--- src/exeIsaPkg.sv ---
package exeIsaPkg;

    //////////////////////////////
    // Datapath widths
    //////////////////////////////

    // Operand and result width
    localparam int dataWidth = 32;

    // Register number width
    // Register zero reads as the supplied operand and is never forwarded
    localparam int regIndexWidth = 5;

    // Width of the operation code carried from decode
    localparam int aluOpWidth = 6;

    // Width of the immediate shift amount and of the variable shift count
    localparam int shiftWidth = 5;

    //////////////////////////////
    // Operation codes
    //////////////////////////////

    // Code zero is left unused so an all-zero bubble yields result zero

    // Wrapping add and subtract
    localparam logic [aluOpWidth-1:0] opAdd   = 6'h01;
    localparam logic [aluOpWidth-1:0] opSub   = 6'h02;

    // Bitwise logic
    localparam logic [aluOpWidth-1:0] opAnd   = 6'h04;
    localparam logic [aluOpWidth-1:0] opOr    = 6'h05;
    localparam logic [aluOpWidth-1:0] opXor   = 6'h06;
    localparam logic [aluOpWidth-1:0] opNor   = 6'h07;

    // Set on less than
    localparam logic [aluOpWidth-1:0] opSlt   = 6'h08;
    localparam logic [aluOpWidth-1:0] opSltu  = 6'h09;

    // Shifts by the immediate shift amount
    localparam logic [aluOpWidth-1:0] opSll   = 6'h10;
    localparam logic [aluOpWidth-1:0] opSrl   = 6'h11;
    localparam logic [aluOpWidth-1:0] opSra   = 6'h12;

    // Shifts by the low bits of operand A
    localparam logic [aluOpWidth-1:0] opSllv  = 6'h14;
    localparam logic [aluOpWidth-1:0] opSrlv  = 6'h15;
    localparam logic [aluOpWidth-1:0] opSrav  = 6'h16;

    // Load upper immediate
    localparam logic [aluOpWidth-1:0] opLui   = 6'h18;

    // HI/LO writes and reads
    localparam logic [aluOpWidth-1:0] opMult  = 6'h20;
    localparam logic [aluOpWidth-1:0] opMultu = 6'h21;
    localparam logic [aluOpWidth-1:0] opMthi  = 6'h22;
    localparam logic [aluOpWidth-1:0] opMtlo  = 6'h23;
    localparam logic [aluOpWidth-1:0] opMfhi  = 6'h24;
    localparam logic [aluOpWidth-1:0] opMflo  = 6'h25;

endpackage

--- src/integerAlu.sv ---
module integerAlu (
    input  logic [exeIsaPkg::aluOpWidth-1:0] aluOp,
    // Operands after forwarding
    input  logic [exeIsaPkg::dataWidth-1:0]  operandA,
    input  logic [exeIsaPkg::dataWidth-1:0]  operandB,
    // Immediate shift amount from the instruction
    input  logic [exeIsaPkg::shiftWidth-1:0] shiftAmount,
    output logic [exeIsaPkg::dataWidth-1:0]  aluResult
);

    //////////////////////////////
    // Shared terms
    //////////////////////////////

    // Variable shift count taken from the low bits of A
    logic [exeIsaPkg::shiftWidth-1:0] varShift;

    // Compare outcomes
    logic lessSigned;
    logic lessUnsigned;

    // Wrapping sum and difference
    logic [exeIsaPkg::dataWidth-1:0] sum;
    logic [exeIsaPkg::dataWidth-1:0] difference;

    assign varShift = operandA[exeIsaPkg::shiftWidth-1:0];

    assign lessSigned   = ($signed(operandA) < $signed(operandB));
    assign lessUnsigned = (operandA < operandB);

    // No overflow detection in this stage
    assign sum        = operandA + operandB;
    assign difference = operandA - operandB;

    //////////////////////////////
    // Operation decode
    //////////////////////////////

    always_comb begin
        case (aluOp)
            exeIsaPkg::opAdd:  aluResult = sum;
            exeIsaPkg::opSub:  aluResult = difference;

            // Bitwise logic
            exeIsaPkg::opAnd:  aluResult = operandA & operandB;
            exeIsaPkg::opOr:   aluResult = operandA | operandB;
            exeIsaPkg::opXor:  aluResult = operandA ^ operandB;
            exeIsaPkg::opNor:  aluResult = ~(operandA | operandB);

            // Compare result is zero-extended to a full word
            exeIsaPkg::opSlt: begin
                aluResult = {{(exeIsaPkg::dataWidth-1){1'b0}}, lessSigned};
            end
            exeIsaPkg::opSltu: begin
                aluResult = {{(exeIsaPkg::dataWidth-1){1'b0}}, lessUnsigned};
            end

            // Immediate shifts act on B
            exeIsaPkg::opSll:  aluResult = operandB << shiftAmount;
            exeIsaPkg::opSrl:  aluResult = operandB >> shiftAmount;
            exeIsaPkg::opSra:  aluResult = $signed(operandB) >>> shiftAmount;

            // Variable shifts also act on B
            exeIsaPkg::opSllv: aluResult = operandB << varShift;
            exeIsaPkg::opSrlv: aluResult = operandB >> varShift;
            exeIsaPkg::opSrav: aluResult = $signed(operandB) >>> varShift;

            // Low half of B moves to the upper half
            exeIsaPkg::opLui: begin
                aluResult = {operandB[exeIsaPkg::dataWidth/2-1:0],
                             {(exeIsaPkg::dataWidth/2){1'b0}}};
            end

            // Multiply, move and unknown codes give zero here
            default:           aluResult = '0;
        endcase
    end

endmodule

--- config.mk ---
export PLATFORM = sky130hd
export DESIGN_NAME = integerAlu
export DESIGN_NICKNAME = d
export VERILOG_FILES = /design/src/exeIsaPkg.sv /design/src/integerAlu.sv
export SDC_FILE = /design/constraint.sdc
export NUM_CORES = 1
export LEC_CHECK = 0
export BUFFER_PORTS_ARGS = -buffer_cell sky130_fd_sc_hd__buf_2
export CORE_MARGIN = 5
export CORE_UTILIZATION = 50
export DETAILED_ROUTE_END_ITERATION = 10
export PLACE_DENSITY = 0.69
export SLEW_MARGIN = 15
export SYNTH_ARGS = -nofsm -noshare
export SYNTH_HDL_FRONTEND = slang
export SYNTH_SLANG_ARGS = --single-unit
--- constraint.sdc ---
create_clock -name vclk -period 4.25
set_input_delay 0.2125 -clock vclk [all_inputs]
set_output_delay 0.2125 -clock vclk [all_outputs]
set_load 0.005 [all_outputs]
==> reports/qor.yml <==
layout:
  regArea_sq_um: 0
  seq_cells: 0
  final_nets: 1922
  area_delta_synth_final_pct: 10.1
  final_common_cell: "nand2_1"
  fin_util: 0.556
  final.fill_count: 2263
  nClkBuffers: 0
  finish.instance_area_sq_um: 12500
  stdcell_count: 2029
  diodes: 0
  layout_common_cells: "nand2_1, nor2_1, a21oi_1"
  drive_gt1_frac: 0.179
logic_synthesis:
  synthTopCellsByArea: "mux2i_1, ha_1, mux4_2"
  synth_mux_area_frac: 0.205
  ys_seq_area_frac: 0
  syn_area_per_cell_sq_um: 6.86
  synth_top_area_frac: 0.121
  synth-compound-area-share: 0.344
  synth-xor-area-share: 0.0339
  synth_warnings: 0
  ys_types: 88
  synth_simple_gate_area_frac: 0.210
  synthAdderAreaFrac: 0.112
  yosys.area.top_type: "mux2i_1"
  synth_top_family_by_area: "compound AO/OA/AOI/OAI gates"
  netlist_area_sq_um: 11400
  netlist_instances: 1658
  syn-num-nets: 1834
pwr:
  irDropWorstVdd_mv: 0.0727
  p_clk_frac: 0
  swShare: 0.647
  p_int_uw: 607
  power_frac_comb: 1.000
  power_density_nw_per_um2: 138
  pwr-share-seq: 0
  p_leak_uw: 0.00567
  switchingPower_uw: 1120
  total_power_uw: 1720
cts:
  cts_hold_buf: 0
  post-cts-setup-buffers: 0
grt:
  grt_max_degree: 47
  track_usage: 0.452
  grt_overflow: 0
  grt_pass1_vias: 13500
  grt_first_pass_wirelength_mm: 90.0
  antenna_found_initial: 0
die:
  num_rows: 55
  die_w_microns: 161
  start_util: 0.505
  ios: 107
  core_area_sq_um: 22500
  fp.dieArea_sq_um: 25900
  die_y_microns: 161
sta:
  period_share: 0.948
  final-setup-viol-count: 0
  finalHoldViolations: 0
  fin_tns_setup_ns: 0
  max-slew-margin-rel: 0.000734
  maxSlewViolCount: 0
  rsz0062_at_grt: "false"
  worst_pin_slew_ns: 1.49
  fin_crit_ns: 4.03
  timing.fmax_mhz: 248
place:
  place_hpwl_mm: 50.0
  post-place-cells: 2029
  placed_area_sq_um: 12500
  gp_congestion: 1.13
  port_buffers: 107
setup_path:
  start_kind: "input port"
  cp.arrival_ns: 3.82
  critPathCaptureType: "output port"
  critPathKind: "input port to output port"
  crit_fanout: 10
  critical_path.endpoint: "aluResult[29]"
  worstSetupStartpoint: "operandB[3]"
  critical_path_required_ns: 4.04
routing:
  detail_route.wl_per_cell_microns: 30.6
  drc: 0
  drt_iter0_drc: 2625
  detail-route-antenna-nets: 0
  drt-total-wl_mm: 62.0
  dr.pass1.iters: 8
  num_vias: 15000
  vias_per_cell: 7.39
flow_run:
  maxCapViolations: 1
worst_hold_path:
  hp-class: "input port to output port"
outcome:
  violations: "max-capacitance violations"
  status: "complete, but fails checks"
how the worst min path moves through the flow:
stage | end | from | slack [ns] | cells past startpoint
2_1_floorplan | aluResult[0] | aluOp[4] | 0.62 | 3
3_3_place_gp | aluResult[31] | operandA[29] | 1.14 | 6
3_5_place_dp | aluResult[31] | operandA[29] | 1.14 | 6
4_1_cts | aluResult[31] | operandA[29] | 1.14 | 6
5_1_grt | aluResult[31] | operandA[29] | 1.20 | 6
6_report | aluResult[31] | operandA[29] | 1.15 | 6
cell type report:
class,count,area (sq um),share of cell area
inverters,96,360,0.0288
repair buffers,226,1470,0.117
well taps,285,357,0.0285
multi-input cells,1422,10300,0.825
power groups by stage:
stage / combinational [uW] / clock (uW) / sequential (uW)
2_1_floorplan: 1040 / 0 / 0
3_3_place_gp: 1620 / 0 / 0
4_1_cts: 1640 / 0 / 0
5_1_grt: 1800 / 0 / 0
6_report: 1720 / 0 / 0
3_5_place_dp: 1630 / 0 / 0
synth_stat cells (all sizes together), types with 19 or more instances:
cell type  instances
a21o              27
o22ai             28
clkbuf            75
ha                99
a22oi             33
nor3              51
inv               96
mux4              38
o21ai             95
a21oi            158
nand3             55
a211oi            46
nand2b            19
xnor2             41
mux2i            138
o211ai            27
buf               65
nor2             158
a221oi            22
nand2            162
stage by stage:
| stage | hold WS, ns | setup slack (ns) |
|---|---|---|
| final | 1.15 | 0.221 |
| after detailed placement | 1.14 | 0.203 |
| after floorplan | 0.621 | 1.03 |
| after CTS | 1.14 | 0.187 |
| after global routing | 1.20 | 0.0966 |
| after global placement | 1.14 | 0.159 |
kinds of logic (layout without fill, tap and decap cells):
family | Yosys count | count (layout)
AOI/OAI and AO/OA | 580 | 580
xor gates and xnor gates | 44 | 44
adders and majority gates | 101 | 101
buffers and inverters | 236 | 322
muxes | 183 | 183
and+or+nand+nor | 514 | 514
per-layer routing:
metal,vias to the layer above,part of all wire,track usage
met5,-,0,0
met4,0,0.089,0.296
li1,6379,-,-
met2,1347,0.40,0.655
met1,6996,0.38,0.597
met3,273,0.14,0.107
critical path: stages:
cell and delay (ns):
buf_2 0.28, inv_1 0.19, ha_1 0.40, inv_1 0.16, o311a_1 0.24, o221ai_1 0.11
o21ai_1 0.41, o21bai_1 0.26, o211ai_1 0.41, nand4_1 0.28, o211ai_1 0.18, o31ai_1 0.09
o31ai_1 0.40, buf_2 0.19
repair_timing:
action / CTS / global route
resized for setup: 0 / 2
hold endpoints to repair: 0 / 0
endpoints found under the setup margin: 0 / 1
(Power assumes the default switching activity.)
