===== src/exeIsaPkg.sv =====
package exeIsaPkg;

    //////////////////////////////
    // Datapath widths
    //////////////////////////////

    // Operand and result width
    localparam int dataWidth = 32;

    // Register number width
    // Register zero reads as the supplied operand and is never forwarded
    localparam int regIndexWidth = 5;

    // Width of the operation code carried from decode
    localparam int aluOpWidth = 6;

    // Width of the immediate shift amount and of the variable shift count
    localparam int shiftWidth = 5;

    //////////////////////////////
    // Operation codes
    //////////////////////////////

    // Code zero is left unused so an all-zero bubble yields result zero

    // Wrapping add and subtract
    localparam logic [aluOpWidth-1:0] opAdd   = 6'h01;
    localparam logic [aluOpWidth-1:0] opSub   = 6'h02;

    // Bitwise logic
    localparam logic [aluOpWidth-1:0] opAnd   = 6'h04;
    localparam logic [aluOpWidth-1:0] opOr    = 6'h05;
    localparam logic [aluOpWidth-1:0] opXor   = 6'h06;
    localparam logic [aluOpWidth-1:0] opNor   = 6'h07;

    // Set on less than
    localparam logic [aluOpWidth-1:0] opSlt   = 6'h08;
    localparam logic [aluOpWidth-1:0] opSltu  = 6'h09;

    // Shifts by the immediate shift amount
    localparam logic [aluOpWidth-1:0] opSll   = 6'h10;
    localparam logic [aluOpWidth-1:0] opSrl   = 6'h11;
    localparam logic [aluOpWidth-1:0] opSra   = 6'h12;

    // Shifts by the low bits of operand A
    localparam logic [aluOpWidth-1:0] opSllv  = 6'h14;
    localparam logic [aluOpWidth-1:0] opSrlv  = 6'h15;
    localparam logic [aluOpWidth-1:0] opSrav  = 6'h16;

    // Load upper immediate
    localparam logic [aluOpWidth-1:0] opLui   = 6'h18;

    // HI/LO writes and reads
    localparam logic [aluOpWidth-1:0] opMult  = 6'h20;
    localparam logic [aluOpWidth-1:0] opMultu = 6'h21;
    localparam logic [aluOpWidth-1:0] opMthi  = 6'h22;
    localparam logic [aluOpWidth-1:0] opMtlo  = 6'h23;
    localparam logic [aluOpWidth-1:0] opMfhi  = 6'h24;
    localparam logic [aluOpWidth-1:0] opMflo  = 6'h25;

endpackage


===== src/exePipePkg.sv =====
package exePipePkg;

    //////////////////////////////
    // Decode to execute
    //////////////////////////////

    // One issued instruction
    // A bubble has all control bits low
    typedef struct packed {
        // Debug tags only
        logic [31:0]                            instr;
        logic [31:0]                            pc;
        // First source register and its value as read in decode
        logic [exeIsaPkg::regIndexWidth-1:0]    regA;
        logic [exeIsaPkg::dataWidth-1:0]        operandA;
        // Second source register and its value
        logic [exeIsaPkg::regIndexWidth-1:0]    regB;
        logic [exeIsaPkg::dataWidth-1:0]        operandB;
        // Destination, also the store source for memory writes
        logic [exeIsaPkg::regIndexWidth-1:0]    writeReg;
        logic [exeIsaPkg::dataWidth-1:0]        storeData;
        logic                                   regWrite;
        logic                                   memRead;
        logic                                   memWrite;
        logic [exeIsaPkg::aluOpWidth-1:0]       aluOp;
        logic [exeIsaPkg::shiftWidth-1:0]       shiftAmount;
        // Prediction state and redirect carried for later stages
        logic                                   branchPrediction;
        logic [1:0]                             branchPredictions;
        logic                                   requestAltPc;
        logic [31:0]                            altPc;
    } exeIssue;

    //////////////////////////////
    // Execute to memory
    //////////////////////////////

    typedef struct packed {
        logic [31:0]                            instr;
        logic [31:0]                            pc;
        // Combined ALU or move-from result
        logic [exeIsaPkg::dataWidth-1:0]        result;
        logic [exeIsaPkg::regIndexWidth-1:0]    writeReg;
        // Store value after forwarding
        logic [exeIsaPkg::dataWidth-1:0]        storeData;
        logic                                   regWrite;
        logic                                   memRead;
        logic                                   memWrite;
        // Memory stage uses the code to pick the access size
        logic [exeIsaPkg::aluOpWidth-1:0]       aluOp;
        logic                                   branchPrediction;
        logic [1:0]                             branchPredictions;
        logic                                   requestAltPc;
        logic [31:0]                            altPc;
    } exeRetire;

    // One forwarding source
    typedef struct packed {
        logic [exeIsaPkg::regIndexWidth-1:0]    regNum;
        logic [exeIsaPkg::dataWidth-1:0]        data;
        logic                                   valid;
    } regBypass;

endpackage


===== src/operandBypass.sv =====
module operandBypass (
    // Register whose newest value is wanted
    input  logic [exeIsaPkg::regIndexWidth-1:0] lookupReg,
    // Value read in decode, used when nothing newer is in flight
    input  logic [exeIsaPkg::dataWidth-1:0]     suppliedValue,
    // Result held in the stage's own retire register
    input  exePipePkg::regBypass                ownBypass,
    // Write-back value offered by the memory stage
    input  exePipePkg::regBypass                memBypass,
    output logic [exeIsaPkg::dataWidth-1:0]     resolvedValue
);

    //////////////////////////////
    // Match detection
    //////////////////////////////

    // Register zero is never forwarded
    logic lookupNonZero;

    // Per-source hit flags
    logic ownHit;
    logic memHit;

    assign lookupNonZero = (lookupReg != '0);

    // Own result is one instruction newer than the memory stage value
    assign ownHit = lookupNonZero
                 && ownBypass.valid
                 && (ownBypass.regNum == lookupReg);

    assign memHit = lookupNonZero
                 && memBypass.valid
                 && (memBypass.regNum == lookupReg);

    //////////////////////////////
    // Value selection
    //////////////////////////////

    // Priority order
    // own result first, then memory stage, then the decode value
    always_comb begin
        if (ownHit) begin
            resolvedValue = ownBypass.data;
        end else if (memHit) begin
            // Only reached when the own source misses
            resolvedValue = memBypass.data;
        end else begin
            resolvedValue = suppliedValue;
        end
    end

endmodule


===== config.mk =====
export PLATFORM = sky130hd
export DESIGN_NAME = operandBypass
export DESIGN_NICKNAME = d
export VERILOG_FILES = /design/src/exeIsaPkg.sv /design/src/exePipePkg.sv /design/src/operandBypass.sv
export SDC_FILE = /design/constraint.sdc
export NUM_CORES = 1
export LEC_CHECK = 0
export BUFFER_PORTS_ARGS = -buffer_cell sky130_fd_sc_hd__buf_2
export CAP_MARGIN = 0
export CORE_MARGIN = 2
export CORE_UTILIZATION = 31
export DETAILED_ROUTE_END_ITERATION = 8
export PLACE_DENSITY = 0.85
export SYNTH_ARGS = -nofsm -noshare
export SYNTH_HDL_FRONTEND = slang
export SYNTH_SLANG_ARGS = --single-unit

===== constraint.sdc =====
create_clock -name vclk -period 1.6
set_input_delay 0.08 -clock vclk [all_inputs]
set_output_delay 0.08 -clock vclk [all_outputs]
set_load 0.05 [all_outputs]

==> summary.md, run 1 <==
| Metric | Value |
|---|---|
| VDD IR max | `roughly 0.25 mV` |
| MaxCap Viol Count | `0` |
| Worst path arrival time | `about 1.8 ns` |
| Crit. End Element | `output pin` |
| Crit-path cells | `buf_6 > buf_4 > buf_4 > xnor2_1 > nand4_1 > buf_4 > o21ai_0 > a31oi_4 > buf_6` |
| Reg power frac | `0` |
| First-pass GRT wire length | `just over 9 mm` |
| Syn Std Cell Area | `948 µm²` |
| Clk pwr share | `0` |
| Die area | `about 3500 µm²` |
| Mux cell area share after synthesis | `0` |
| Avg WL per Cell | `about 23 µm` |
| DP Cell Count | `346` |
| Final net count | `437` |
| DRT Pass-1 Iters | `6` |
| Int Pwr | `442 µW` |
| CP most frequent cell | `buf_4` |
| Hold path start | `memBypass[4]` |
| Syn avg cell area | `5.61 µm²` |
| Switching share of total power | `0.565` |
| Seq_cells | `0` |
| Total power | `1.02 mW` |
| Main combinational cell family by area after synthesis | `compound AO/OA/AOI/OAI gates` |
| Yosys warning count | `0` |
| Layout Cells excl Fill | `356` |
| Compound-gate portion of the synthesized area | `0.417` |
| # clk buffers | `0` |
| GRT Total Usage | `0.335` |
| Row cnt | `20` |
| Starting Density | `0.318` |
| Largest net degree at the start of global routing | `33` |
| CP peak stage delay | `between 0.4 and 0.5 ns` |
| Violated checks | `negative setup slack` |
| Crit path max-delay family | `buffers and inverters` |
| CP bufs+invs | `5` |
| Seq/Total Area, Yosys | `0` |
| FILL cells | `107` |
| Dpl ws | `-0.273 ns` |
| Final period utilization | `1.18` |
| Initial antenna violation count | `1` |
| Setup crit start | `lookupReg[2]` |
| Synth top cells by count | `a31oi_1 (32), nand3_1 (32), nor3_1 (32)` |
| Min Tclk post-route | `~1.9 ns` |
| Combinational share of power | `1.000` |
| Seq. cell area | `0 µm²` |
| Post-Synth Adder-Cell Area | `0` |
| Synth Area in Simple Gates | `0.379` |
| Worst slew pin tran | `~0.46 ns` |
| Input/output buffers | `roughly 150` |
| Core area | `approximately 3000 µm²` |
| Placed cell areas | `about 2300 µm²` |
| Max Fclk | `approximately 530 MHz` |
| Max FO, Critical Path | `16` |
| Setup TNS Final | `-6.97 ns` |
| Hold Path End | `resolvedValue[3]` |
| Slowest stage cell, crit path | `o21ai_0` |
| Area leader, netlist | `a31oi_1` |
| Pins Over Slew Limit | `0` |
| Hold path cells | `4` |
| P&R area growth vs syn | `191%` |
| LEAKAGE | `around 1.1 nW` |
| Hpwl dp | `between 4 and 5 mm` |
| Final core occ | `0.927` |
| Multi-input logic area | `1370 µm²` |
| Startpoint type of the worst setup path | `input port` |
| P per Cell Area | `roughly 370 nW/µm²` |
| Syn nets | `282` |
| Unique masters post-synth | `16` |
| Vias/cell | `about 6.7` |
| Die height | `around 59 µm` |
| DIE WIDTH | `about 60 µm` |
| Hold WC Path Type | `input port to output pin` |
| Total gr overflow | `0` |
| Layout cells sized above 1 | `0.674` |
| Total number of vias | `2,380` |
| NetSw | `574 µW` |
| Gp weighted congestion | `about 0.77` |
| Setup CP Type | `input port to output pin` |
| Status | `complete, but fails checks` |
| WHS | `approximately 0.60 ns` |
| Setup ws final | `-0.296 ns` |
| Setup violators final | `32` |
| Routed Antenna Nets | `0` |
| Synth Area in XOR/XNOR | `0.0923` |
| Largest cells by area after synthesis | `a31oi_1 (21%), nand3_1 (17%), nor3_1 (17%), o21ai_0 (14%), xnor2_1 (9.2%)` |
| Vias in the first global route | `2,053` |
| Initial drt markers | `between 200 and 300` |
| Post-Layout Inst Area | `between 2000 and 3000 µm²` |
| Synth Instances | `around 170` |
| RSZ-0062 raised after global routing | `true` |
| Drc violations | `0` |
| Critical path required time | `about 1.5 ns` |
| WL final | `roughly 8.3 mm` |
| Post-synth top area share | `0.211` |
| Fin. Hold Viols | `0` |
| Ports | `between 100 and 150` |
| Relative slew slack | `0.687` |
layout by cell type (no fill, tap or decap), drive strengths merged:
master  Yosys  layout
o211ai      2       2
and4        1       1
clkbuf     16       2
or2         1       1
o211a       1       1
o21ai      32      32
nand4       2       2
xnor2      10      10
or4         1       1
diode       0       1
nor3       32      32
a31oi      32      32
nand3      32      32
buf         7     174
power groups by stage:
stage | Sequential [mW] | Combinational [mW] | Clock (mW)
after global placement | 0 | 0.779 | 0
after CTS | 0 | 0.918 | 0
final | 0 | 1.02 | 0.0000000835
after floorplan | 0 | 0.511 | 0
after global routing | 0 | 1.04 | 0.0000000835
after detailed placement | 0 | 0.790 | 0
cell families after synthesis:
logic type / Yosys count
simple gates: 69
compound gates: 67
xor+xnor: 10
buf+inv: 23
cell type report:
class,count,area share
antenna,1,0.000907
multi-input combinational,146,0.495
tap,33,0.0150
timing repair buffer,176,0.489
tightest hold or removal path, delay by kind of cell:
| kind | cells | cell delay, ns |
|---|---|---|
| AND/OR/NAND/NOR | 1 | 0.10 |
| AO/OA/AOI/OAI | 1 | 0.09 |
| buffers and inverters | 2 | 0.25 |
worst max-delay path by stage:
stage	end	slack, ns	depth (start not counted)
2_1_floorplan	resolvedValue[10]	-0.18	5
3_3_place_gp	resolvedValue[26]	-0.23	7
3_5_place_dp	resolvedValue[21]	-0.27	7
4_1_cts	resolvedValue[6]	-0.19	8
5_1_grt	resolvedValue[29]	-0.32	9
6_report	resolvedValue[29]	-0.30	9
per-layer routing:
metal	routed length, µm	share of wire	track usage	vias to the layer above
met5	0	0	0	-
met4	603	0.072	0.101	0
met3	1020	0.12	0.0611	67
met2	4130	0.50	0.659	253
met1	2590	0.31	0.350	1086
li1	-	-	-	974
timing repair:
action | CTS | global route
pin swaps | 3 | 1
buffers inserted | 5 | 1
setup endpoints to repair | 32 | 32
hold buffers | 0 | 0
cloned | 2 | 2
gates resized for setup | 82 | 23
Power figures use the tool's default switching activity.
==> run 2: changes to the inputs <==
clock period = 2 ns   (was 1.6 ns; I/O delays follow)
==> run 2 against run 1 <==
  * The flow now finishes without violations
  * Die area unchanged
  * Critical path type unchanged
  * Sequential share of layout area unchanged
  * Non-clock buffer count decreased by 18
  * Setup slack improved by 0.37 ns
  * Highest routed layer unchanged
  * Flip-flop and latch count unchanged
  * First-iteration DRC count decreased by 48%
  * Worst hold slack improved by 0.030 ns
==> summary.md, run 2 (synthesized netlist as in run 1, its figures left out) <==
| Metric | Value |
|---|---|
| Vias/cell | `5.65 (-15%)` |
| Min Tclk post-route | `1.92 ns` |
| WL final | `4.64 mm (-44%)` |
| MaxCap Viol Count | `0 (unchanged)` |
| Input/output buffers | `145 (unchanged)` |
| Total number of vias | `1,905 (-20%)` |
| CTS Hold Bufs | `0 (unchanged)` |
| Setup TNS Final | `0 ns (+6.97 ns)` |
| Starting Density | `0.318 (unchanged)` |
| Worst slew pin tran | `0.343 ns (-0.122 ns)` |
| Layout cells sized above 1 | `0.632 (-0.0423)` |
| LEAKAGE | `0.818 nW (-25%)` |
| Max FO, Critical Path | `13 (-3)` |
| First-pass GRT wire length | `7.13 mm (-23%)` |
| Most common cell after layout, fill and taps aside | `buf_2` |
| Largest net degree at the start of global routing | `33 (unchanged)` |
| Setup CP Type | `input port to output pin` |
| Seq_cells | `0 (unchanged)` |
| Slowest stage cell, crit path | `or4_4` |
| Crit. End Element | `output pin` |
| Initial drt markers | `150 (-48%)` |
| Status | `completed` |
| GRT Total Usage | `0.250 (-0.0843)` |
| DRT Pass-1 Iters | `4 (-2)` |
| Post-Layout Inst Area | `1950 µm² (-29%)` |
| CP peak stage delay | `0.56 ns (+0.14 ns)` |
| Placed cell areas | `1940 µm² (-15%)` |
| Layout Cells excl Fill | `337 (-5.3%)` |
| Die area | `3520 µm² (unchanged)` |
| Hold path cells | `4 (unchanged)` |
| Seq. cell area | `0 µm² (unchanged)` |
| Worst path arrival time | `1.82 ns (about the same)` |
| Final period utilization | `0.961` |
| CP most frequent cell | `buf_2` |
| Startpoint type of the worst setup path | `input port` |
| Die height | `59.3 µm (unchanged)` |
| Hold WC Path Type | `input port to output pin` |
| # clk buffers | `0 (unchanged)` |
| Vias in the first global route | `1,661 (-19%)` |
| Hold path start | `memBypass[1]` |
| Max Fclk | `approximately 520 MHz` |
| # diodes | `0 (-1)` |
| VDD IR max | `0.178 mV (-29%)` |
| Gp weighted congestion | `0.824 (+7.4%)` |
| Critical path required time | `1.90 ns (+0.38 ns)` |
| Drc violations | `0 (unchanged)` |
| Ports | `145 (unchanged)` |
| Initial antenna violation count | `0 (-1)` |
| Total power | `564 µW (-45%)` |
| Pins Over Slew Limit | `0 (unchanged)` |
| Fin. Hold Viols | `0 (unchanged)` |
| DIE WIDTH | `59.3 µm (unchanged)` |
| Routed Antenna Nets | `0 (unchanged)` |
| P&R area growth vs syn | `106%` |
| Avg WL per Cell | `13.8 µm (-41%)` |
| Setup Fix Bufs, Post-CTS | `0 (-5)` |
| Crit-path cells | `buf_2 > or4_4 > o211ai_2 > buf_4 > o21ai_0 > a31oi_2 > buf_2` |
| RSZ-0062 raised after global routing | `false` |
| DP Cell Count | `337 (-2.6%)` |
| Relative slew slack | `0.771 (+0.0847)` |
| Final net count | `419 (-4.1%)` |
| Core area | `2980 µm² (unchanged)` |
| Setup violators final | `0 (-100%)` |
| Total gr overflow | `0 (unchanged)` |
| Hpwl dp | `3.60 mm (-14%)` |
| Final core occ | `0.655 (-0.272)` |
| Row cnt | `20 (unchanged)` |
| P per Cell Area | `289 nW/µm² (-21%)` |
| Most frequent cells in the layout | `buf_2 (144), nand3_1 (32), nor3_1 (32), a31oi_2 (30), o21ai_0 (27)` |
| Hold Path End | `resolvedValue[0]` |
==> run 2: layer usage <==
| metal | part of all wire | wire length, µm | global-route usage | vias up |
|---|---|---|---|---|
| li1 | - | - | - | 936 |
| met1 | 0.38 | 1760 | 0.290 | 846 |
| met2 | 0.50 | 2340 | 0.480 | 117 |
| met3 | 0.11 | 503 | 0.0437 | 6 |
| met4 | 0.0086 | 40 | 0.0357 | 0 |
| met5 | 0 | 0 | 0 | - |
==> run 2: critical path, delay by kind of cell <==
kind / cells / cell delay, ns
simple gates: 1 / 0.56
compound gates: 3 / 0.53
buf+inv: 3 / 0.64
==> run 2: through the flow <==
| step | hold slack, ns | setup slack (ns) |
|---|---|---|
| after detailed placement | 0.633 | 0.0621 |
| after global routing | 0.657 | 0.00273 |
| after CTS | 0.634 | 0.0565 |
| after global placement | 0.634 | 0.101 |
| final | 0.632 | 0.0772 |
| after floorplan | 0.540 | 0.0643 |
==> run 2: how the worst max path moves through the flow <==
| stage | from | endpoint | slack (ns) | cells past startpoint |
|---|---|---|---|---|
| final | lookupReg[1] | resolvedValue[16] | 0.08 | 7 |
| after global routing | lookupReg[1] | resolvedValue[16] | 0.003 | 7 |
| after floorplan | lookupReg[1] | resolvedValue[0] | 0.06 | 4 |
| after detailed placement | lookupReg[1] | resolvedValue[22] | 0.06 | 7 |
| after CTS | lookupReg[1] | resolvedValue[22] | 0.06 | 7 |
| after global placement | lookupReg[1] | resolvedValue[12] | 0.10 | 7 |
==> run 2: report_power, final <==
group	switching, mW	internal (mW)
registers	0	0
clock network	0	0
logic	0.357	0.207
==> run 2: area by class of cell <==
type | count | area [µm²]
well taps | 33 | 41.3
repair buffers | 158 | 880
fillers | 271 | 1030
multi-input cells | 146 | 1030
==> run 2: timing repair <==
item | in CTS | in global routing
hold endpoints to repair | 0 | 0
endpoints found under the setup margin | 0 | 2
resized for setup | 0 | 2
==> run 3: changes to the inputs <==
clock period = 2.03 ns   (was 2 ns; I/O delays follow)
==> run 3 against run 2 <==
  * Setup slack gained 0.032 ns
  * Worst hold slack gained 0.0041 ns
  * Combinational power shrank 2%
  * Total power shrank 2.0%
  * Sequential share of layout area is the same
  * Final area shrank 0.19%
  * Highest routed layer unchanged
  * Cell count is the same
  * Routed wire length shrank 2.2%
  * Non-clock buffer count is the same
==> summary.md, run 3 (synthesized netlist as in run 1, its figures left out) <==
| Metric | Value |
|---|---|
| Min Tclk post-route | `about 1.9 ns` |
| DP Cell Count | `337 (unchanged)` |
| CTS resizes | `0 (unchanged)` |
| Routed Antenna Nets | `0 (unchanged)` |
| Status | `completed` |
| Initial drt markers | `131 (-13%)` |
| Setup Fix Bufs, Post-CTS | `0 (unchanged)` |
| Worst slew pin tran | `0.341 ns (-0.00217 ns)` |
| P per Cell Area | `284 nW/µm² (-1.8%)` |
| Final net count | `419 (unchanged)` |
| Max Fclk | `~520 MHz` |
| MaxCap Viol Count | `0 (unchanged)` |
| Max FO, Critical Path | `18 (+5)` |
| Most common cell after layout, fill and taps aside | `buf_2` |
| Dpl ws | `0.0994 ns (+0.0373 ns)` |
| Fin. Hold Viols | `0 (unchanged)` |
| Setup violators final | `0 (unchanged)` |
| GRT Total Usage | `0.243 (-0.00763)` |
| Worst path arrival time | `1.82 ns (about the same)` |
| First-pass GRT wire length | `6.95 mm (-2.5%)` |
| Reg power frac | `0 (unchanged)` |
| NetSw | `350 µW (-2.0%)` |
| Most frequent cells in the layout | `buf_2 (144), nand3_1 (32), nor3_1 (32), a31oi_2 (30), o21ai_0 (27)` |
| Avg WL per Cell | `13.5 µm (-2.2%)` |
| Hold WC Path Type | `input port to output pin` |
| Initial antenna violation count | `0 (unchanged)` |
| Hpwl dp | `3.58 mm (-0.67%)` |
| Die height | `59.3 µm (unchanged)` |
| P&R area growth vs syn | `105%` |
| DRT Pass-1 Iters | `4 (unchanged)` |
| Seq_cells | `0 (unchanged)` |
| WL final | `4.54 mm (-2.2%)` |
| # clk buffers | `0 (unchanged)` |
| Total number of vias | `1,869 (-1.9%)` |
| Pins Over Slew Limit | `0 (unchanged)` |
| Input/output buffers | `145 (unchanged)` |
| Clk pwr share | `0 (unchanged)` |
| Setup ws final | `0.109 ns (+0.0319 ns)` |
| Gp weighted congestion | `0.823 (about the same)` |
| Seq. cell area | `0 µm² (unchanged)` |
| Total gr overflow | `0 (unchanged)` |
| Die area | `3520 µm² (unchanged)` |
| Starting Density | `0.318 (unchanged)` |
| Combinational share of power | `1.000 (about the same)` |
| LEAKAGE | `0.816 nW (-0.19%)` |
| Critical path required time | `1.93 ns (+0.03 ns)` |
| Layout cells sized above 1 | `0.632 (unchanged)` |
| Relative slew slack | `0.773 (+0.00145)` |
| Post-Layout Inst Area | `1950 µm² (-0.19%)` |
| Crit. End Element | `output pin` |
| CTS Hold Bufs | `0 (unchanged)` |
| RSZ-0062 raised after global routing | `false` |
| VDD IR max | `0.167 mV (-6.2%)` |
| Vias/cell | `5.55 (-1.9%)` |
| Setup CP Type | `input port to output pin` |
| Layout Cells excl Fill | `337 (unchanged)` |
| DIE WIDTH | `59.3 µm (unchanged)` |
| # diodes | `0 (unchanged)` |
| Drc violations | `0 (unchanged)` |
| Startpoint type of the worst setup path | `input port` |
| Largest net degree at the start of global routing | `33 (unchanged)` |
| Row cnt | `20 (unchanged)` |
| Setup TNS Final | `0 ns (unchanged)` |
| Placed cell areas | `1940 µm² (unchanged)` |
| Switching share of total power | `0.633 (about the same)` |
| Core area | `2980 µm² (unchanged)` |
| Ports | `145 (unchanged)` |
| Int Pwr | `203 µW (-2.0%)` |
| Vias in the first global route | `1,644 (-1.0%)` |
| Final period utilization | `0.946` |
[run 3: cell types whose count changed in the layout (fill, tap and decap cells not counted)]
cell   before  now
buf_4       8    9
buf_6       1    0
[run 3: layout make-up]
class,instances,area (µm²)
well taps,33,41.3
fillers,270,1030
repair buffers,158,876
multi-input cells,146,1030
[run 3: path summary, 6_finish.rpt]
check	from	to	slack, ns	depth (start not counted)
setup / recovery	lookupReg[1]	resolvedValue[29]	0.11	7
hold / removal	memBypass[32]	resolvedValue[31]	0.64	4
[run 3: stage by stage]
stage / util / hold WS [ns] / power, mW
6_report: 0.654 / 0.636 / 0.553
5_1_grt: 0.654 / 0.664 / 0.589
4_1_cts: 0.653 / 0.637 / 0.552
3_5_place_dp: 0.653 / 0.637 / 0.551
3_3_place_gp: 0.653 / 0.637 / 0.546
2_1_floorplan: - / 0.543 / 0.347
[run 3: layer usage]
metal,vias up,GRT usage,wire (µm)
met4,0,0.0292,18
met1,834,0.270,1800
met3,4,0.0415,440
met2,98,0.482,2280
met5,-,0,0
li1,933,-,-
[run 3: worst max-delay path, stage by stage]
cell,delay (ns)
buf_2,0.12
or4_4,0.56
o211ai_2,0.24
buf_4,0.28
nor3_1,0.09
a31oi_2,0.15
buf_2,0.28
[run 3: power groups by stage]
stage	registers (mW)	clock network, mW	logic (mW)
finish	0	0	0.553
global route	0	0	0.589
CTS	0	0	0.552
detailed placement	0	0	0.551
global placement	0	0	0.546
floorplan	0	0	0.347
